## config.mk

```make
export PLATFORM = sky130hd
export DESIGN_NAME = bru_top
export DESIGN_NICKNAME = d
export VERILOG_FILES = /design/src/bru_pkg.sv /design/src/bru_issue_latch.sv /design/src/bru_operand_wakeup.sv /design/src/bru_resolve.sv /design/src/bru_rs_stage.sv /design/src/bru_top.sv
export VERILOG_INCLUDE_DIRS = /design/src
export SDC_FILE = /design/constraint.sdc
export NUM_CORES = 1
export LEC_CHECK = 0
export BUFFER_PORTS_ARGS = -buffer_cell sky130_fd_sc_hd__buf_4
export CORE_AREA = 2 2 164 118
export CTS_BUF_LIST = sky130_fd_sc_hd__clkbuf_16
export CTS_CLUSTER_DIAMETER = 120
export DETAILED_ROUTE_END_ITERATION = 16
export DIE_AREA = 0 0 166 120
export PLACE_DENSITY = 0.8
export SLEW_MARGIN = 20
export SYNTH_ARGS = -nofsm -noshare
export SYNTH_HDL_FRONTEND = slang
export SYNTH_SLANG_ARGS = --single-unit
```

## constraint.sdc

```tcl
create_clock -name CLK -period 5.9 [get_ports CLK]
set_input_delay 1.475 -clock CLK [delete_from_list [all_inputs] [get_ports CLK]]
set_output_delay 1.475 -clock CLK [all_outputs]
set_load 0.02 [all_outputs]
```

## src/bru_defs.svh

```systemverilog
// branch unit widths and counts

`ifndef BRU_DEFS_SVH
`define BRU_DEFS_SVH

//////////////////////////////////////////////////
// datapath widths

// register data
`define BRU_WORD_WIDTH 32

// word-address pc, byte bits dropped
`define BRU_PC_WIDTH 14

// physical register tag
`define BRU_TAG_WIDTH 6

// rob position
`define BRU_ROB_WIDTH 6

// btb and direction predictor index, low pc bits
`define BRU_BTB_WIDTH 8

// branch offset as encoded
`define BRU_IMM_WIDTH 16

//////////////////////////////////////////////////
// counts

// complete buses snooped for wakeup
`define BRU_NUM_BUSES 3

`endif

```

## src/bru_pkg.sv

```systemverilog
// branch unit shared types

`include "bru_defs.svh"

package bru_pkg;

    //////////////////////////////////////////////////
    // scalar types

    // register file word
    typedef logic [`BRU_WORD_WIDTH-1:0] word_t;

    // word-address pc
    typedef logic [`BRU_PC_WIDTH-1:0] pc_t;

    // physical register tag
    typedef logic [`BRU_TAG_WIDTH-1:0] phys_tag_t;

    // rob slot
    typedef logic [`BRU_ROB_WIDTH-1:0] rob_index_t;

    // predictor table index
    typedef logic [`BRU_BTB_WIDTH-1:0] btb_index_t;

    // branch immediate
    typedef logic [`BRU_IMM_WIDTH-1:0] imm_t;

    //////////////////////////////////////////////////
    // encodings

    // resolved ops
    typedef enum logic [1:0] {
        OP_BEQ = 2'd0,
        OP_BNE = 2'd1,
        OP_JR  = 2'd2
    } bru_op_t;

    // where an execute operand comes from
    // bus data arrives one cycle after its tag
    typedef enum logic [1:0] {
        SEL_BUS0 = 2'd0,
        SEL_BUS1 = 2'd1,
        SEL_BUS2 = 2'd2,
        SEL_RAW  = 2'd3
    } operand_sel_t;

endpackage

```

## src/bru_issue_latch.sv

```systemverilog
// branch execute input latch

`timescale 1ns/1ps

`include "bru_defs.svh"

module bru_issue_latch (
    input  logic                  CLK,
    input  logic                  nRST,
    // from reservation station
    input  logic                  issue_valid,
    input  bru_pkg::operand_sel_t issue_sel_0,
    input  bru_pkg::operand_sel_t issue_sel_1,
    input  bru_pkg::word_t        issue_raw_0,
    input  bru_pkg::word_t        issue_raw_1,
    input  bru_pkg::bru_op_t      issue_op,
    input  bru_pkg::imm_t         issue_imm,
    input  bru_pkg::pc_t          issue_pc,
    input  bru_pkg::pc_t          issue_npc,
    input  bru_pkg::rob_index_t   issue_rob_index,
    // to resolve
    output logic                  ex_valid,
    output bru_pkg::bru_op_t      ex_op,
    output bru_pkg::operand_sel_t ex_sel_0,
    output bru_pkg::operand_sel_t ex_sel_1,
    output bru_pkg::word_t        ex_raw_0,
    output bru_pkg::word_t        ex_raw_1,
    output bru_pkg::pc_t          ex_branch_pc,
    output bru_pkg::pc_t          ex_pc_plus_1,
    output bru_pkg::pc_t          ex_npc,
    output bru_pkg::btb_index_t   ex_btb_index,
    output bru_pkg::rob_index_t   ex_rob_index
);

    // address math done ahead of execute
    bru_pkg::pc_t       pc_plus_1;
    bru_pkg::pc_t       branch_pc;
    bru_pkg::btb_index_t btb_index;

    // word-address pc, so next instruction is +1
    assign pc_plus_1 = issue_pc + bru_pkg::pc_t'(1);

    // offset relative to the next pc, upper imm bits fall off
    assign branch_pc = pc_plus_1 + bru_pkg::pc_t'(issue_imm[`BRU_PC_WIDTH-1:0]);

    // predictor tables indexed by low pc bits
    assign btb_index = issue_pc[`BRU_BTB_WIDTH-1:0];

    always_ff @(posedge CLK, negedge nRST) begin
        if (!nRST) begin
            ex_valid     <= 1'b0;
            ex_op        <= bru_pkg::OP_BEQ;
            ex_sel_0     <= bru_pkg::SEL_BUS0;
            ex_sel_1     <= bru_pkg::SEL_BUS0;
            ex_raw_0     <= '0;
            ex_raw_1     <= '0;
            ex_branch_pc <= '0;
            ex_pc_plus_1 <= '0;
            ex_npc       <= '0;
            ex_btb_index <= '0;
            ex_rob_index <= '0;
        end else begin
            ex_valid     <= issue_valid;
            ex_op        <= issue_op;
            ex_sel_0     <= issue_sel_0;
            ex_sel_1     <= issue_sel_1;
            ex_raw_0     <= issue_raw_0;
            ex_raw_1     <= issue_raw_1;
            ex_branch_pc <= branch_pc;
            ex_pc_plus_1 <= pc_plus_1;
            ex_npc       <= issue_npc;
            ex_btb_index <= btb_index;
            ex_rob_index <= issue_rob_index;
        end
    end

endmodule

```

## src/bru_operand_wakeup.sv

```systemverilog
// operand wakeup matcher

`timescale 1ns/1ps

`include "bru_defs.svh"

module bru_operand_wakeup (
    input  bru_pkg::phys_tag_t    src_tag,
    input  logic                  bus_tag_valid_0,
    input  logic                  bus_tag_valid_1,
    input  logic                  bus_tag_valid_2,
    input  bru_pkg::phys_tag_t    bus_tag_0,
    input  bru_pkg::phys_tag_t    bus_tag_1,
    input  bru_pkg::phys_tag_t    bus_tag_2,
    output logic                  hit,
    output bru_pkg::operand_sel_t sel
);

    // one valid-tag-match bit per complete bus
    logic [`BRU_NUM_BUSES-1:0] match;

    assign match[0] = bus_tag_valid_0 & (bus_tag_0 == src_tag);
    assign match[1] = bus_tag_valid_1 & (bus_tag_1 == src_tag);
    assign match[2] = bus_tag_valid_2 & (bus_tag_2 == src_tag);

    // any bus broadcasting this tag
    assign hit = |match;

    // lowest bus wins
    // no hit falls back to raw
    always_comb begin
        if (match[0]) begin
            sel = bru_pkg::SEL_BUS0;
        end else if (match[1]) begin
            sel = bru_pkg::SEL_BUS1;
        end else if (match[2]) begin
            sel = bru_pkg::SEL_BUS2;
        end else begin
            sel = bru_pkg::SEL_RAW;
        end
    end

endmodule

```

## src/bru_resolve.sv

```systemverilog
// branch resolution

`timescale 1ns/1ps

`include "bru_defs.svh"

module bru_resolve (
    // from execute latch
    input  logic                  ex_valid,
    input  bru_pkg::bru_op_t      ex_op,
    input  bru_pkg::operand_sel_t ex_sel_0,
    input  bru_pkg::operand_sel_t ex_sel_1,
    input  bru_pkg::word_t        ex_raw_0,
    input  bru_pkg::word_t        ex_raw_1,
    input  bru_pkg::pc_t          ex_branch_pc,
    input  bru_pkg::pc_t          ex_pc_plus_1,
    input  bru_pkg::pc_t          ex_npc,
    input  bru_pkg::btb_index_t   ex_btb_index,
    input  bru_pkg::rob_index_t   ex_rob_index,
    // forwarded complete bus data
    input  bru_pkg::word_t        bus_data_0,
    input  bru_pkg::word_t        bus_data_1,
    input  bru_pkg::word_t        bus_data_2,
    // to rob
    output logic                  complete_valid,
    output logic                  restart_valid,
    output bru_pkg::rob_index_t   restart_rob_index,
    output bru_pkg::pc_t          restart_pc,
    // to fetch predictors
    output logic                  btb_update,
    output bru_pkg::btb_index_t   btb_index,
    output bru_pkg::pc_t          btb_target,
    output logic                  dirp_taken
);

    // resolved operands
    bru_pkg::word_t op_a;
    bru_pkg::word_t op_b;

    // resolved next pc
    bru_pkg::pc_t target;

    //////////////////////////////////////////////////
    // operand forwarding

    always_comb begin
        case (ex_sel_0)
            bru_pkg::SEL_BUS0: op_a = bus_data_0;
            bru_pkg::SEL_BUS1: op_a = bus_data_1;
            bru_pkg::SEL_BUS2: op_a = bus_data_2;
            default:           op_a = ex_raw_0;
        endcase
        case (ex_sel_1)
            bru_pkg::SEL_BUS0: op_b = bus_data_0;
            bru_pkg::SEL_BUS1: op_b = bus_data_1;
            bru_pkg::SEL_BUS2: op_b = bus_data_2;
            default:           op_b = ex_raw_1;
        endcase
    end

    //////////////////////////////////////////////////
    // resolution

    always_comb begin
        dirp_taken = 1'b0;
        btb_update = 1'b0;
        target     = ex_pc_plus_1;
        case (ex_op)
            bru_pkg::OP_BEQ: begin
                dirp_taken = (op_a == op_b);
                btb_update = ex_valid;
                target     = dirp_taken ? ex_branch_pc : ex_pc_plus_1;
            end
            bru_pkg::OP_BNE: begin
                dirp_taken = (op_a != op_b);
                btb_update = ex_valid;
                target     = dirp_taken ? ex_branch_pc : ex_pc_plus_1;
            end
            bru_pkg::OP_JR: begin
                // byte address in register, drop the two byte bits
                target = op_a[`BRU_PC_WIDTH+1:2];
            end
            default: begin
                target = ex_pc_plus_1;
            end
        endcase
    end

    assign complete_valid    = ex_valid;
    // mispredict when fetch went anywhere but the target
    assign restart_valid     = ex_valid & (ex_npc != target);
    assign restart_rob_index = ex_rob_index;
    assign restart_pc        = target;
    assign btb_index         = ex_btb_index;
    assign btb_target        = ex_branch_pc;

endmodule

```

## src/bru_rs_stage.sv

```systemverilog
// branch reservation station stage

`timescale 1ns/1ps

module bru_rs_stage (
    input  logic                  CLK,
    input  logic                  nRST,
    // dispatch
    input  logic                  dispatch_valid,
    input  bru_pkg::bru_op_t      dispatch_op,
    input  logic                  dispatch_src0_needed,
    input  logic                  dispatch_src0_ready,
    input  bru_pkg::phys_tag_t    dispatch_src0_tag,
    input  logic                  dispatch_src1_needed,
    input  logic                  dispatch_src1_ready,
    input  bru_pkg::phys_tag_t    dispatch_src1_tag,
    input  bru_pkg::imm_t         dispatch_imm,
    input  bru_pkg::pc_t          dispatch_pc,
    input  bru_pkg::pc_t          dispatch_npc,
    input  bru_pkg::rob_index_t   dispatch_rob_index,
    output logic                  rs_full,
    // register file read
    output logic                  read_req_valid,
    output bru_pkg::phys_tag_t    read_tag_0,
    output bru_pkg::phys_tag_t    read_tag_1,
    input  logic                  read_serviced,
    input  bru_pkg::word_t        read_data_0,
    input  bru_pkg::word_t        read_data_1,
    // kill
    input  logic                  kill_valid,
    input  bru_pkg::rob_index_t   kill_rob_index,
    // complete bus tags
    input  logic                  bus_tag_valid_0,
    input  logic                  bus_tag_valid_1,
    input  logic                  bus_tag_valid_2,
    input  bru_pkg::phys_tag_t    bus_tag_0,
    input  bru_pkg::phys_tag_t    bus_tag_1,
    input  bru_pkg::phys_tag_t    bus_tag_2,
    // issue to execute latch
    output logic                  issue_valid,
    output bru_pkg::operand_sel_t issue_sel_0,
    output bru_pkg::operand_sel_t issue_sel_1,
    output bru_pkg::word_t        issue_raw_0,
    output bru_pkg::word_t        issue_raw_1,
    output bru_pkg::bru_op_t      issue_op,
    output bru_pkg::imm_t         issue_imm,
    output bru_pkg::pc_t          issue_pc,
    output bru_pkg::pc_t          issue_npc,
    output bru_pkg::rob_index_t   issue_rob_index
);

    // entry control
    logic rs_valid;
    logic src0_ready;
    logic src1_ready;

    // entry payload
    logic                src0_needed;
    logic                src1_needed;
    bru_pkg::phys_tag_t  src0_tag;
    bru_pkg::phys_tag_t  src1_tag;

    // wakeup results
    logic                  hit_0;
    logic                  hit_1;
    bru_pkg::operand_sel_t wake_sel_0;
    bru_pkg::operand_sel_t wake_sel_1;

    // issue decision terms
    logic killed;
    logic src0_avail;
    logic src1_avail;
    logic need_read;

    bru_operand_wakeup u_wakeup_0 (
        .src_tag(src0_tag), .bus_tag_valid_0(bus_tag_valid_0),
        .bus_tag_valid_1(bus_tag_valid_1), .bus_tag_valid_2(bus_tag_valid_2),
        .bus_tag_0(bus_tag_0), .bus_tag_1(bus_tag_1), .bus_tag_2(bus_tag_2),
        .hit(hit_0), .sel(wake_sel_0)
    );

    bru_operand_wakeup u_wakeup_1 (
        .src_tag(src1_tag), .bus_tag_valid_0(bus_tag_valid_0),
        .bus_tag_valid_1(bus_tag_valid_1), .bus_tag_valid_2(bus_tag_valid_2),
        .bus_tag_0(bus_tag_0), .bus_tag_1(bus_tag_1), .bus_tag_2(bus_tag_2),
        .hit(hit_1), .sel(wake_sel_1)
    );

    //////////////////////////////////////////////////
    // issue decision

    // kill only bites while the task waits here
    assign killed = rs_valid & kill_valid & (issue_rob_index == kill_rob_index);

    // operand usable this cycle, from regfile or bus
    assign src0_avail = ~src0_needed | src0_ready | hit_0;
    assign src1_avail = ~src1_needed | src1_ready | hit_1;

    // any ready source goes through the regfile port
    assign need_read = (src0_needed & src0_ready) | (src1_needed & src1_ready);

    assign read_req_valid = rs_valid & ~killed & src0_avail & src1_avail & need_read;
    assign issue_valid    = rs_valid & ~killed & src0_avail & src1_avail
                          & (~need_read | read_serviced);
    assign rs_full        = rs_valid & ~issue_valid & ~killed;

    assign read_tag_0 = src0_tag;
    assign read_tag_1 = src1_tag;

    // ready or unneeded operand takes the raw read data
    assign issue_sel_0 = (~src0_needed | src0_ready) ? bru_pkg::SEL_RAW : wake_sel_0;
    assign issue_sel_1 = (~src1_needed | src1_ready) ? bru_pkg::SEL_RAW : wake_sel_1;
    assign issue_raw_0 = read_data_0;
    assign issue_raw_1 = read_data_1;

    //////////////////////////////////////////////////
    // entry state

    // new task may land the same cycle the old one leaves
    always_ff @(posedge CLK, negedge nRST) begin
        if (!nRST) begin
            rs_valid   <= 1'b0;
            src0_ready <= 1'b0;
            src1_ready <= 1'b0;
        end else if (dispatch_valid) begin
            rs_valid   <= 1'b1;
            src0_ready <= dispatch_src0_ready;
            src1_ready <= dispatch_src1_ready;
        end else begin
            rs_valid   <= rs_full;
            // stalled wakeup remembered, data read later from regfile
            src0_ready <= src0_ready | (src0_needed & hit_0);
            src1_ready <= src1_ready | (src1_needed & hit_1);
        end
    end

    always_ff @(posedge CLK) begin
        if (dispatch_valid) begin
            issue_op        <= dispatch_op;
            src0_needed     <= dispatch_src0_needed;
            src0_tag        <= dispatch_src0_tag;
            src1_needed     <= dispatch_src1_needed;
            src1_tag        <= dispatch_src1_tag;
            issue_imm       <= dispatch_imm;
            issue_pc        <= dispatch_pc;
            issue_npc       <= dispatch_npc;
            issue_rob_index <= dispatch_rob_index;
        end
    end

endmodule

```

## src/bru_top.sv

```systemverilog
// branch resolution pipeline

`timescale 1ns/1ps

module bru_top (
    input  logic                CLK,
    input  logic                nRST,
    // dispatch
    input  logic                dispatch_valid,
    input  bru_pkg::bru_op_t    dispatch_op,
    input  logic                dispatch_src0_needed,
    input  logic                dispatch_src0_ready,
    input  bru_pkg::phys_tag_t  dispatch_src0_tag,
    input  logic                dispatch_src1_needed,
    input  logic                dispatch_src1_ready,
    input  bru_pkg::phys_tag_t  dispatch_src1_tag,
    input  bru_pkg::imm_t       dispatch_imm,
    input  bru_pkg::pc_t        dispatch_pc,
    input  bru_pkg::pc_t        dispatch_npc,
    input  bru_pkg::rob_index_t dispatch_rob_index,
    output logic                rs_full,
    // register file read
    output logic                read_req_valid,
    output bru_pkg::phys_tag_t  read_tag_0,
    output bru_pkg::phys_tag_t  read_tag_1,
    input  logic                read_serviced,
    input  bru_pkg::word_t      read_data_0,
    input  bru_pkg::word_t      read_data_1,
    // kill
    input  logic                kill_valid,
    input  bru_pkg::rob_index_t kill_rob_index,
    // complete buses
    input  logic                bus_tag_valid_0,
    input  bru_pkg::phys_tag_t  bus_tag_0,
    input  bru_pkg::word_t      bus_data_0,
    input  logic                bus_tag_valid_1,
    input  bru_pkg::phys_tag_t  bus_tag_1,
    input  bru_pkg::word_t      bus_data_1,
    input  logic                bus_tag_valid_2,
    input  bru_pkg::phys_tag_t  bus_tag_2,
    input  bru_pkg::word_t      bus_data_2,
    // resolution
    output logic                complete_valid,
    output logic                restart_valid,
    output bru_pkg::rob_index_t restart_rob_index,
    output bru_pkg::pc_t        restart_pc,
    output logic                btb_update,
    output bru_pkg::btb_index_t btb_index,
    output bru_pkg::pc_t        btb_target,
    output logic                dirp_taken
);

    //////////////////////////////////////////////////
    // rs to execute latch

    logic                  issue_valid;
    bru_pkg::operand_sel_t issue_sel_0, issue_sel_1;
    bru_pkg::word_t        issue_raw_0, issue_raw_1;
    bru_pkg::bru_op_t      issue_op;
    bru_pkg::imm_t         issue_imm;
    bru_pkg::pc_t          issue_pc, issue_npc;
    bru_pkg::rob_index_t   issue_rob_index;

    // execute latch to resolve
    logic                  ex_valid;
    bru_pkg::bru_op_t      ex_op;
    bru_pkg::operand_sel_t ex_sel_0, ex_sel_1;
    bru_pkg::word_t        ex_raw_0, ex_raw_1;
    bru_pkg::pc_t          ex_branch_pc, ex_pc_plus_1, ex_npc;
    bru_pkg::btb_index_t   ex_btb_index;
    bru_pkg::rob_index_t   ex_rob_index;

    bru_rs_stage u_rs_stage (.*);

    bru_issue_latch u_issue_latch (.*);

    bru_resolve u_resolve (.*);

endmodule

```

# Word level (Yosys, flattened, before mapping)
# Cells that the tools add are included.
# W data, S select, Z words.
dict set report word_totals {
  ff_bits 194
  out_inout_bits 60
}
dict set report classes {
  n_reduce_logical 6
  mux 18
  n_addsub 2
  n_bitwise 33
  n_eq_ne 16
}
# op count
set ops {}
lappend ops {{$pmux W32 S3} 2}
lappend ops {{$eq A6 B6 Y1} 7}
lappend ops {{$pmux W14 S3} 1}
lappend ops {{$eq A32 B32 Y1} 1}
lappend ops {{$ne A32 B32 Y1} 1}
lappend ops {{$mux W14} 2}
lappend ops {{$and A1 B1 Y1} 20}
lappend ops {{$add A14 B1 Y14 const B} 1}
lappend ops {{$add A14 B14 Y14} 1}
lappend ops {{$ne A14 B14 Y1} 1}
lappend ops {{$mux W2} 6}
lappend ops {{$or A1 B1 Y1} 8}
lappend ops {{$eq A2 B1 Y1 const B} 3}
lappend ops {{$eq A2 B2 Y1 const B} 3}
lappend ops {{$logic_not A2 Y1} 3}
lappend ops {{$mux W1} 6}
lappend ops {{$reduce_or A3 Y1} 2}
lappend ops {{$not A1 Y1} 5}
lappend ops {{$pmux W1 S2} 1}
lappend ops {{$reduce_or A2 Y1} 1}

# Depth between registers and ports, before layout
# Gate-level depths: netlist of run 1.
dict set report logic_depth {
  ltp_word 11
  ltp_mapped 15
  mapped_depth_nobuf 14
}

# Cells and area by module
# From an unflattened synthesis of run 1, not the netlist that was laid out.
dict set report unflattened {
  hier_cells 774
  area_unflattened_um2 10373.7
}
# module cells_per_inst seq_area_each_um2 area_per_inst_um2 n_inst
set by_module_without_submodules {}
lappend by_module_without_submodules {bru_issue_latch 250 3178.0 4058.9 1}
lappend by_module_without_submodules {bru_resolve 310 0.0 3128.0 1}
lappend by_module_without_submodules {bru_rs_stage 160 2057.0 2746.4 1}
lappend by_module_without_submodules {bru_operand_wakeup 27 0.0 220.2 2}

# Worst setup path after synthesis of run 1
# OpenSTA, ideal clock, no wires.
dict set report synth_path {
  kind {input to output}
  start {input bus_data_2[14]}
  end {output restart_valid}
  n_path_buf 1
  path_slack_ns -0.025
  t_required_ns 4.425
  stages 12
  arrival_time_ns 4.450
  path_cell_list {mux4_2 xnor2_1 nand4_1 nor4_1 and2_1 buf_6 xnor2_1 nor2_1 a221oi_1 xor2_1 nor4_1 a41oi_1}
}
dict set report synth_between {
  elab_chain_cells 6
  elab_cells_between_ends 9
  classes_between {eq/ne (3); mux (5); bitwise (1)}
}
# element line_no
set synth_rtl {}
lappend synth_rtl {{start, declared} bru_top.sv:41} ;# input bru_pkg::word_t bus_data_2,
lappend synth_rtl {{$pmux W32 S3 (on tied branches)} {bru_resolve.sv:47, bru_resolve.sv:53}}
lappend synth_rtl {{$ne A32 B32 Y1 or $eq A32 B32 Y1 (tied branches)} {bru_resolve.sv:75, bru_resolve.sv:70}}
lappend synth_rtl {{$mux W14 (on tied branches)} {bru_resolve.sv:77, bru_resolve.sv:72}}
lappend synth_rtl {{$pmux W14 S3 *} bru_resolve.sv:68} ;# case (ex_op)
lappend synth_rtl {{named net restart_pc[12]} bru_top.sv:46} ;# output bru_pkg::pc_t restart_pc,
lappend synth_rtl {{$ne A14 B14 Y1 *} bru_resolve.sv:91} ;# assign restart_valid = ex_valid & (ex_npc != target);
lappend synth_rtl {{$and A1 B1 Y1 *} bru_resolve.sv:91}
lappend synth_rtl {{end, declared} bru_top.sv:44} ;# output logic restart_valid,
# Mark *: on every way through the listed nets, which the timed path passes. The rest lies on a longest branch.

# Final worst setup path of run 1
dict set report layout_path {
  start {input bus_data_2[30]}
  end {output restart_valid}
}
dict set report layout_between {
  elab_chain_cells 6
  elab_cells_between_ends 9
  classes_between {eq/ne (3); mux (5); bitwise (1)}
}
# element line_no
set layout_rtl {}
lappend layout_rtl {{$pmux W32 S3 (on tied branches)} {bru_resolve.sv:47, bru_resolve.sv:53}}
lappend layout_rtl {{$ne A32 B32 Y1 or $eq A32 B32 Y1 (tied branches)} {bru_resolve.sv:75, bru_resolve.sv:70}}
lappend layout_rtl {{$mux W14 (on tied branches)} {bru_resolve.sv:77, bru_resolve.sv:72}}
lappend layout_rtl {{$pmux W14 S3 *} bru_resolve.sv:68}
lappend layout_rtl {{$ne A14 B14 Y1 *} bru_resolve.sv:91}
lappend layout_rtl {{$and A1 B1 Y1 *} bru_resolve.sv:91}
# Every way passes the cells marked *; elsewhere a longest branch is shown, timed or not.

==> results.yml, run 1 <==
cts:
  cts.htree.levels: 4
  cts_tree: "yes"
  holdBufCountCts: 0
  clkTransAtPathRegs_ps: 80
  clock_latency_ps: 440
  cts_sinks: 194
  cts_buffer_depth: 2
  cts_buffers: 17
  root_buffer: "clkbuf_16"
floorplanning:
  rows: 42
  die_w_um: 166
  ioPinCount: 320
  initial_core_util: 0.498
  die_height_um: 120
  core_um2: 18400
  die_area_um2: 19900
power:
  pwr-share-clk: 0.327
  swShare: 0.303
  seqPwrFrac: 0.442
  power_leakage_uw: 0.00576
  intPower_uw: 2540
  p_per_area_nw_per_um2: 279
  combPwrFrac: 0.231
  switching_power_uw: 1100
  ir_worst_vdd_mv: 0.174
drt:
  drt-initial-drc-count: 381
  viasPerCell: 5.48
  drt_wl_total_um: 26100
  wl_per_cell_um: 21.1
  ant_nets: 0
  drcViolationCount: 0
  dr.pass1.iters: 5
  vias: 6781
min_path:
  min_path_type: "reg -> reg"
  hold_start: "u_rs_stage.issue_npc[5]"
  min_path_cells: 0
  min_to: "u_issue_latch.ex_npc[5]"
synthesis:
  ys_seq_area_frac: 0.563
  synthesis.nets: 896
  netlist_instances: 621
  synth-edff-count: 64
  ys.flop_type: "dfrtp_1"
  synthArstFlopShare: 0.670
  yosysWarnings: 0
  syn-cell-area_um2: 9190
  syn_avg_cell_area_um2: 14.8
  ys_ff_latch: 194
  ys_types: 43
timing:
  slew_viol_final: 0
  setup_ws_ps: -178
  period_minus_slack_ps: 6080
  whs_ps: 345
  rsz0062_at_grt: "yes"
  setup_viol: 1
  tightest_slew_ps: 878
  fmax_mhz: 165
  relSlewSlack: 0.415
  finalHoldViolCount: 0
  clock_skew_ps: 10.8
  fin_crit_sh: 1.03
critical_path:
  path_class: "in -> out"
  rr_startpoint: "u_rs_stage.issue_pc[0]"
  cp-start-kind: "input pin"
  cp.arrival_ps: 4600
  path_max_fanout: 8
  worstPathRequired_ps: 4430
  r2r-end: "u_issue_latch.ex_branch_pc[13]"
  worstRegToRegCells: 13
  rrSetupSlack_ps: 2240
  crit_path_end_kind: "output port"
layout:
  final_core_util: 0.709
  nNetsFinal: 1257
  n_fill_cell: 1305
  drive_above_1_share: 0.512
  final_cells: 1238
  fin_area_um2: 13100
  synthToLayoutAreaGrowth_pct: 42.4
  final_common_cell: "buf_4"
  final_cell_mix: "341 x buf_4, 128 x dfrtp_1, 67 x xnor2_1"
run:
  cap_viol_max_count: 0
status:
  status: "complete, but fails checks"
  failed_checks: "setup timing"
place:
  place_inst: 1201
  port_buffers: 317
  dp_slack_ps: -416
  place_area_um2: 12100
  routabilityCongestion: 0.886
  dp_hpwl_um: 20000
grt:
  antenna_found_initial: 1
  grt_pass1_vias: 7030
  grt_max_degree: 73
  grt_usage: 0.266
  overflow: 0
  grt_pass1_wl_um: 39300
-- layer usage --
layer / routed length, µm / global-route usage / vias up
li1: - / - / 3054
met1: 10300 / 0.342 / 3365
met2: 13100 / 0.448 / 328
met3: 2120 / 0.0765 / 34
met4: 510 / 0.0755 / 0
met5: 0 / 0 / -
-- worst max path at each step --
stage	start	depth (start not counted)	to
3_3_place_gp	bus_data_2[14]	15	restart_valid
4_1_cts	bus_data_2[19]	15	restart_valid
5_1_grt	bus_data_2[14]	15	restart_valid
3_5_place_dp	bus_data_2[14]	14	restart_valid
6_report	bus_data_2[30]	15	restart_valid
2_1_floorplan	bus_data_2[14]	12	restart_valid
-- sequential cells by signal, indices dropped and copies added, names as in the netlist, 2 cells and up --
register,flops
u_issue_latch.ex_branch_pc,14
u_issue_latch.ex_btb_index,8
u_issue_latch.ex_npc,14
u_issue_latch.ex_op,2
u_issue_latch.ex_pc_plus_1,14
u_issue_latch.ex_raw_0,32
u_issue_latch.ex_raw_1,32
u_issue_latch.ex_rob_index,6
u_issue_latch.ex_sel_0,2
u_issue_latch.ex_sel_1,2
u_rs_stage.issue_imm,14
u_rs_stage.issue_npc,14
u_rs_stage.issue_op,2
u_rs_stage.issue_pc,14
u_rs_stage.issue_rob_index,6
u_rs_stage.read_tag_0,6
u_rs_stage.read_tag_1,6
-- cell type report --
type | count | area, µm² | share of cell area
Clock inverter | 15 | 204 | 0.0156
Tap cell | 242 | 303 | 0.0232
Inverter | 17 | 63.8 | 0.00488
Clock buffer | 17 | 425 | 0.0325
Sequential cell | 194 | 5180 | 0.396
Antenna cell | 1 | 2.50 | 0.000191
Timing Repair Buffer | 366 | 2880 | 0.220
Multi-Input combinational cell | 386 | 4030 | 0.308
-- critical path, stage by stage --
cell	delay [ps]
buf_4	110
mux4_2	480
xnor2_2	240
nand4_1	180
nor4_4	340
and2_4	240
buf_6	140
xnor2_1	150
nor2_2	90
a221oi_4	320
buf_4	180
xor2_1	60
nor4_2	260
a41oi_2	170
buf_6	160
-- synthesized netlist by cell type (7+ instances only) --
| cell | instances | area (µm²) |
|---|---|---|
| ha_1 | 14 | 175 |
| a21oi_1 | 31 | 155 |
| mux2_2 | 11 | 124 |
| clkbuf_1 | 8 | 30.0 |
| edfxtp_1 | 64 | 1920 |
| inv_1 | 16 | 60.1 |
| xnor2_1 | 76 | 666 |
| dfrtp_1 | 130 | 3250 |
| o22ai_1 | 16 | 100 |
| mux4_2 | 64 | 1440 |
| xor2_1 | 36 | 315 |
| nand2_1 | 34 | 128 |
| nor2_1 | 11 | 41.3 |
| and3_1 | 8 | 50.1 |
| o21ai_0 | 13 | 65.1 |
| nor4_1 | 8 | 50.1 |
| nand4_1 | 16 | 100 |
| o21bai_1 | 7 | 52.6 |
-- cell families after synthesis --
logic type	share of synthesized area
xor gates and xnor gates	0.107
adders and majority gates	0.0212
and+or+nand+nor	0.0524
muxes	0.178
DFF	0.563
buffers and inverters	0.0223
AOI/OAI and AO/OA	0.0563
-- repair_timing --
action	in CTS	in global routing
hold endpoints to repair	0	0
pin swaps	15	12
gates cloned	0	0
resized for setup	25	30
setup endpoints to repair	3	3
buffers inserted	2	2
-- metrics by stage --
step	power [µW]	TNS (ps)
after floorplan	1990	0
after global placement	2400	-361
after detailed placement	2430	-429
after CTS	3630	-218
after global routing	3790	-324
final	3640	-178
-- power groups by stage --
stage / Sequential (µW) / Clock (µW) / Combinational [µW]
2_1_floorplan: 1660 / 0 / 329
3_3_place_gp: 1630 / 0 / 768
3_5_place_dp: 1640 / 0 / 792
4_1_cts: 1610 / 1210 / 813
5_1_grt: 1620 / 1270 / 896
6_report: 1610 / 1190 / 843
No activity file was read; power rests on OpenSTA's default activity.
==> run 2: changes to the inputs <==
--- a/config.mk
+++ b/config.mk
@@ -7,13 +7,14 @@
 export NUM_CORES = 1
 export LEC_CHECK = 0
 export BUFFER_PORTS_ARGS = -buffer_cell sky130_fd_sc_hd__buf_4
-export CORE_AREA = 2 2 164 118
+export CORE_AREA = 2 2 166 119
 export CTS_BUF_LIST = sky130_fd_sc_hd__clkbuf_16
 export CTS_CLUSTER_DIAMETER = 120
 export DETAILED_ROUTE_END_ITERATION = 16
-export DIE_AREA = 0 0 166 120
-export PLACE_DENSITY = 0.8
+export DIE_AREA = 0 0 168 121
+export PLACE_DENSITY = 0.79
 export SLEW_MARGIN = 20
 export SYNTH_ARGS = -nofsm -noshare
 export SYNTH_HDL_FRONTEND = slang
 export SYNTH_SLANG_ARGS = --single-unit
+export TNS_END_PERCENT = 100
==> run 2 against run 1 <==
Net effect: critical path depth unchanged; setup slack got worse by 120 ps; sequential power about the same; final area increased by 0.20%; power decreased by 0.63%; largest power group unchanged; die area increased by 2.0%; global-route usage decreased by 0.39 points; non-clock buffer count increased by 7; fmax decreased by 2.0%; combinational power decreased by 2%; the run still ends with setup timing left.
==> results.yml, run 2 (same netlist as run 1, synthesis figures left out) <==
place:
  place_inst: 1202
  port_buffers: 317
  place_area_um2: 12100
  dp_hpwl_um: 20000
  routabilityCongestion: 0.894
power:
  seqPwrFrac: 0.446
  ir_worst_vdd_mv: 0.148
  power_leakage_uw: 0.00580
  swShare: 0.300
  p_per_area_nw_per_um2: 276
  pwr-share-clk: 0.325
  combPwrFrac: 0.229
  power_uw: 3620
  intPower_uw: 2530
  switching_power_uw: 1090
timing:
  setup_ws_ps: -302
  setup_viol: 1
  slew_viol_final: 0
  rsz0062_at_grt: "yes"
  fin_crit_sh: 1.05
  tightest_slew_ps: 884
  period_minus_slack_ps: 6200
  clock_skew_ps: 11.0
  fmax_mhz: 161
  finalHoldViolCount: 0
  relSlewSlack: 0.411
drt:
  dr.pass1.iters: 4
  viasPerCell: 5.50
  drcViolationCount: 0
  vias: 6838
  drt-initial-drc-count: 500
  wl_per_cell_um: 21.1
  drt_wl_total_um: 26200
  ant_nets: 0
critical_path:
  crit_path_end_kind: "output port"
  path_max_fanout: 3
  cp.arrival_ps: 4730
  slowest_delay_ps: 490
  critPathCapture: "restart_valid"
  worstRegToRegCells: 13
  cpMaxStageDelayCell: "mux4_2"
  path_cells: "buf_4, mux4_2, xnor2_2, nand4_1, nor4_2, buf_4, and2_4, buf_4, mux2_1, a22o_1, a211oi_2, o2111ai_2, nor4_2, a41oi_1, buf_4"
  worstPathRequired_ps: 4430
  rrSetupSlack_ps: 2200
  cp-start-kind: "input pin"
  crit_top_cell: "buf_4"
  r2r-end: "u_issue_latch.ex_branch_pc[13]"
  cp-startpoint: "bus_data_0[10]"
  path_class: "in -> out"
  rr_startpoint: "u_rs_stage.issue_pc[0]"
layout:
  n_fill_cell: 1286
  final_core_util: 0.702
  multi_input_area_um2: 3980
  final_common_cell: "buf_4"
  final_cell_mix: "341 x buf_4, 128 x dfrtp_1, 64 x xnor2_1, 64 x mux4_2, 64 x edfxtp_1"
  synthToLayoutAreaGrowth_pct: 42.6
  nNetsFinal: 1264
  antenna_cells: 0
  seq_area_um2: 5180
  fin_area_um2: 13100
  final_cells: 1244
  largest_registers: "u_issue_latch.ex_raw_0 x32, u_issue_latch.ex_raw_1 x32"
  drive_above_1_share: 0.510
grt:
  overflow: 0
  grt_pass1_wl_um: 39400
  antenna_found_initial: 0
  grt_max_degree: 79
  grt_usage: 0.263
  grt_pass1_vias: 7289
floorplanning:
  initial_core_util: 0.492
  die_w_um: 168
  rows: 42
  core_um2: 18700
  die_height_um: 121
  die_area_um2: 20300
  ioPinCount: 320
min_path:
  hold_start: "u_rs_stage.issue_npc[12]"
  min_path_type: "reg -> reg"
status:
  failed_checks: "setup timing"
  status: "complete, but fails checks"
cts:
  cts_buffer_depth: 2
  clock_latency_ps: 430
  root_buffer: "clkbuf_16"
  cts_sinks: 194
  clkTransAtPathRegs_ps: 80
  cts.htree.levels: 4
  cts_buffers: 17
  cts_tree: "yes"
run:
  cap_viol_max_count: 0
run 2: final cells by class:
type / count / share of cell area
flip-flops and latches: 194 / 0.395
clock inverters: 15 / 0.0154
repair buffers: 373 / 0.226
inverters: 17 / 0.00487
multi-input cells: 386 / 0.304
clock buffers: 17 / 0.0325
well taps: 242 / 0.0231
run 2: power groups by stage:
stage                     sequential (µW)  clock (µW)  combinational (µW)
after global placement               1630           0                 771
after floorplan                      1660           0                 329
after CTS                            1610        1200                 813
after global routing                 1630        1260                 880
final                                1610        1180                 828
after detailed placement             1640           0                 792
run 2: repair_timing:
action | CTS | global route
hold buffers | 0 | 0
pin swaps | 15 | 19
resized for setup | 27 | 27
gates cloned | 0 | 0
setup buffers | 6 | 4
setup endpoints to repair | 2 | 1
run 2: worst min-delay path by stage:
stage	to	slack, ps	depth (start not counted)
6_report	u_issue_latch.ex_npc[12]	360	0
3_5_place_dp	u_issue_latch.ex_op[1]	340	0
5_1_grt	u_issue_latch.ex_npc[12]	360	0
2_1_floorplan	u_issue_latch.ex_npc[0]	330	0
3_3_place_gp	u_issue_latch.ex_npc[13]	330	0
4_1_cts	u_issue_latch.ex_op[1]	350	0
run 2: worst max-delay path, delay by kind of cell:
family | cells | cell delay, ps
simple gates | 4 | 880
mux | 2 | 820
compound gates | 4 | 780
buf+inv | 4 | 590
xor+xnor | 1 | 190
run 2: through the flow:
stage / worst slack, ps / hold slack [ps] / TNS (ps)
2_1_floorplan: 203 / 331 / 0
3_3_place_gp: -366 / 331 / -366
3_5_place_dp: -349 / 336 / -349
4_1_cts: -257 / 352 / -257
5_1_grt: -468 / 360 / -534
6_report: -302 / 355 / -302
run 2: metal layers:
layer	GRT usage	wire length (µm)	vias to the layer above	share of wire
met4	0.0701	453	0	0.017
li1	-	-	3074	-
met1	0.326	10300	3404	0.39
met3	0.0672	2210	31	0.084
met5	0	0	-	0
met2	0.462	13300	329	0.51
==> run 3: changes to the inputs <==
--- a/config.mk
+++ b/config.mk
@@ -6,13 +6,13 @@
 export SDC_FILE = /design/constraint.sdc
 export NUM_CORES = 1
 export LEC_CHECK = 0
-export BUFFER_PORTS_ARGS = -buffer_cell sky130_fd_sc_hd__buf_4
-export CORE_AREA = 2 2 166 119
+export ABC_AREA = 1
+export CORE_AREA = 2 2 179 128
 export CTS_BUF_LIST = sky130_fd_sc_hd__clkbuf_16
 export CTS_CLUSTER_DIAMETER = 120
 export DETAILED_ROUTE_END_ITERATION = 16
-export DIE_AREA = 0 0 168 121
-export PLACE_DENSITY = 0.79
+export DIE_AREA = 0 0 181 130
+export DONT_BUFFER_PORTS = 1
 export SLEW_MARGIN = 20
 export SYNTH_ARGS = -nofsm -noshare
 export SYNTH_HDL_FRONTEND = slang
==> run 3 against run 2 <==
Net effect: the run now ends clean; critical path depth is 11 higher; clock power about the same; sequential cell count unchanged; via count grew 40%; clock-buffer cell count unchanged; synthesized cell count up 120%; core utilization down 17 points; non-clock buffer count shrank 342.
==> results.yml, run 3 <==
status:
  status: "finished clean"
synthesis:
  netlist_instances: 1369
  synth-edff-count: 64
  synthArstFlopShare: 0.670
  ys_types: 45
  synthMuxAreaShare: 0.00104
  yosys.area_share.simple: 0.334
  synth_common_cells: "393 x nand2_1, 227 x nand3_1, 150 x inv_1"
  ys_ff_latch: 194
  synth_top_area_share: 0.302
  syn_avg_cell_area_um2: 7.88
  synth_area_leaders: "dfrtp_1 30%, edfxtp_1 18%, nand2_1 14%"
  yosysTopAreaCell: "dfrtp_1"
  ys.flop_type: "dfrtp_1"
  syn-cell-area_um2: 10800
  synth-adder-area-share: 0.0181
  synthesis.nets: 1644
  synth_compound_area_frac: 0.0530
  synth_top_family_by_area: "simple AND/OR/NAND/NOR gates"
  ys_seq_area_frac: 0.480
  yosysWarnings: 0
  yosysMostFrequentCell: "nand2_1"
  synth_xor_area_frac: 0.0325
grt:
  overflow: 0
  grt_pass1_wl_um: 50900
  grt_max_degree: 131
  grt_usage: 0.286
  antenna_found_initial: 13
  grt_pass1_vias: 9083
layout:
  drive_above_1_share: 0.0709
  final_cell_mix: "393 x nand2_1, 227 x nand3_1, 150 x inv_1"
  nNetsFinal: 1644
  final_cells: 1680
  largest_registers: "u_issue_latch.ex_raw_0 x32, u_issue_latch.ex_raw_1 x32"
  final_common_cell: "nand2_1"
  seq_area_um2: 5180
  multi_input_area_um2: 4760
  final_core_util: 0.536
  n_fill_cell: 2092
  synthToLayoutAreaGrowth_pct: 9.72
place:
  place_inst: 1628
  dp_hpwl_um: 24700
  port_buffers: 0
  routabilityCongestion: 0.893
run:
  cap_viol_max_count: 0
timing:
  relSlewSlack: 0.509
  fin_tns_setup_ps: 0
  period_minus_slack_ps: 5620
  fmax_mhz: 178
  clock_skew_ps: 15.5
  rsz0062_at_grt: "no"
  finalHoldViolCount: 0
  setup_viol: 0
  tightest_slew_ps: 735
  slew_viol_final: 0
  fin_crit_sh: 0.952
cts:
  clock_latency_ps: 450
  clkTransAtPathRegs_ps: 80
  holdBufCountCts: 0
  cts_buffer_depth: 2
  root_buffer: "clkbuf_16"
  cts_tree: "yes"
  cts.htree.levels: 4
  cts_sinks: 194
  cts_buffers: 17
power:
  switching_power_uw: 1040
  power_leakage_uw: 0.00564
  pwr-share-clk: 0.361
  seqPwrFrac: 0.499
  swShare: 0.312
  combPwrFrac: 0.141
  intPower_uw: 2300
  p_per_area_nw_per_um2: 282
  ir_worst_vdd_mv: 0.212
critical_path:
  path_class: "reg -> out"
  crit_path_end_kind: "output port"
  slowest_delay_ps: 620
  cp-start-kind: "register"
  path_max_fanout: 29
  worstPathRequired_ps: 4430
  cpMaxStageDelayCell: "dfrtp_4"
  cp.arrival_ps: 4140
  crit_top_cell: "nand2_1"
drt:
  drt-initial-drc-count: 858
  vias: 9594
  drcViolationCount: 0
  wl_per_cell_um: 20.0
  ant_nets: 0
  drt_wl_total_um: 33700
  dr.pass1.iters: 7
  viasPerCell: 5.71
floorplanning:
  rows: 46
  die_area_um2: 23500
  ioPinCount: 320
  die_height_um: 130
  initial_core_util: 0.488
  core_um2: 22100
  die_w_um: 181
min_path:
  min_path_type: "reg -> reg"
## run 3: changes by cell type after synthesis, moves of 23 or more
cell / previous run / this run
nand3_1: 6 / 227
xnor2_1: 76 / 8
nand2_1: 34 / 393
mux4_2: 64 / 0
buf_2: 2 / 25
nor2_1: 11 / 79
inv_1: 16 / 150
nand4_1: 16 / 53
o21ai_0: 13 / 45
## run 3: through the flow
stage                     setup WS, ps  hold WS (ps)  area [µm²]  total power (µW)
after global placement             544           332       11100              2140
after detailed placement           482           334       11100              2150
after floorplan                   1090           331       10800              2020
after CTS                         27.8           352       11700              3360
after global routing              5.48           354       11800              3490
final                              283           349       11800              3340
## run 3: cells by family after synthesis
kind of cell,count (synthesis)
mux,1
fa+ha+maj,15
compound gates,100
xor+xnor,40
buf+inv,213
flops,194
simple gates,806
## run 3: worst max-delay path, delay by kind of cell (launching register included)
family                 cells  cell delay [ps]
AND/OR/NAND/NOR           21             1930
flip-flops                 1              620
buffers and inverters      5             1110
## run 3: cell type report
cell class / count / area share
flip-flops and latches: 194 / 0.438
multi-input cells: 962 / 0.403
inverters: 163 / 0.0522
clock buffers: 17 / 0.0359
well taps: 288 / 0.0304
repair buffers: 31 / 0.0228
clock inverters: 15 / 0.0161
diodes: 10 / 0.00211
## run 3: routing by layer
| layer | track usage | share of wire | vias to the layer above |
|---|---|---|---|
| met3 | 0.0921 | 0.11 | 58 |
| met5 | 0 | 0.0016 | - |
| li1 | - | - | 4523 |
| met1 | 0.385 | 0.43 | 4482 |
| met2 | 0.444 | 0.44 | 523 |
| met4 | 0.0894 | 0.018 | 8 |
## run 3: what timing repair did
item	in CTS	in global routing
endpoints found under the setup margin	0	1
resized for setup	0	7
setup buffers	0	10
## run 3: power groups by stage
| stage | sequential [µW] | clock (µW) | combinational [µW] |
|---|---|---|---|
| after floorplan | 1650 | 0 | 367 |
| after global placement | 1690 | 0 | 453 |
| after detailed placement | 1690 | 0 | 461 |
| after CTS | 1670 | 1220 | 465 |
| after global routing | 1680 | 1280 | 533 |
| final | 1660 | 1200 | 469 |
## run 3: final timing paths
path | startpoint | to | slack [ps] | cells past startpoint
hold reg to reg | u_rs_stage.issue_npc[3] | u_issue_latch.ex_npc[3] | 350 | 0
setup / recovery | u_issue_latch.ex_sel_1[1] | restart_valid | 280 | 26
setup reg to reg | u_rs_stage.issue_pc[0] | u_issue_latch.ex_branch_pc[13] | 2850 | 17
max in group asynchronous | nRST | u_rs_stage.src0_ready | 4980 | 0
min in group asynchronous | nRST | u_issue_latch.ex_raw_1[26] | 710 | 0
hold / removal | u_rs_stage.issue_npc[3] | u_issue_latch.ex_npc[3] | 350 | 0
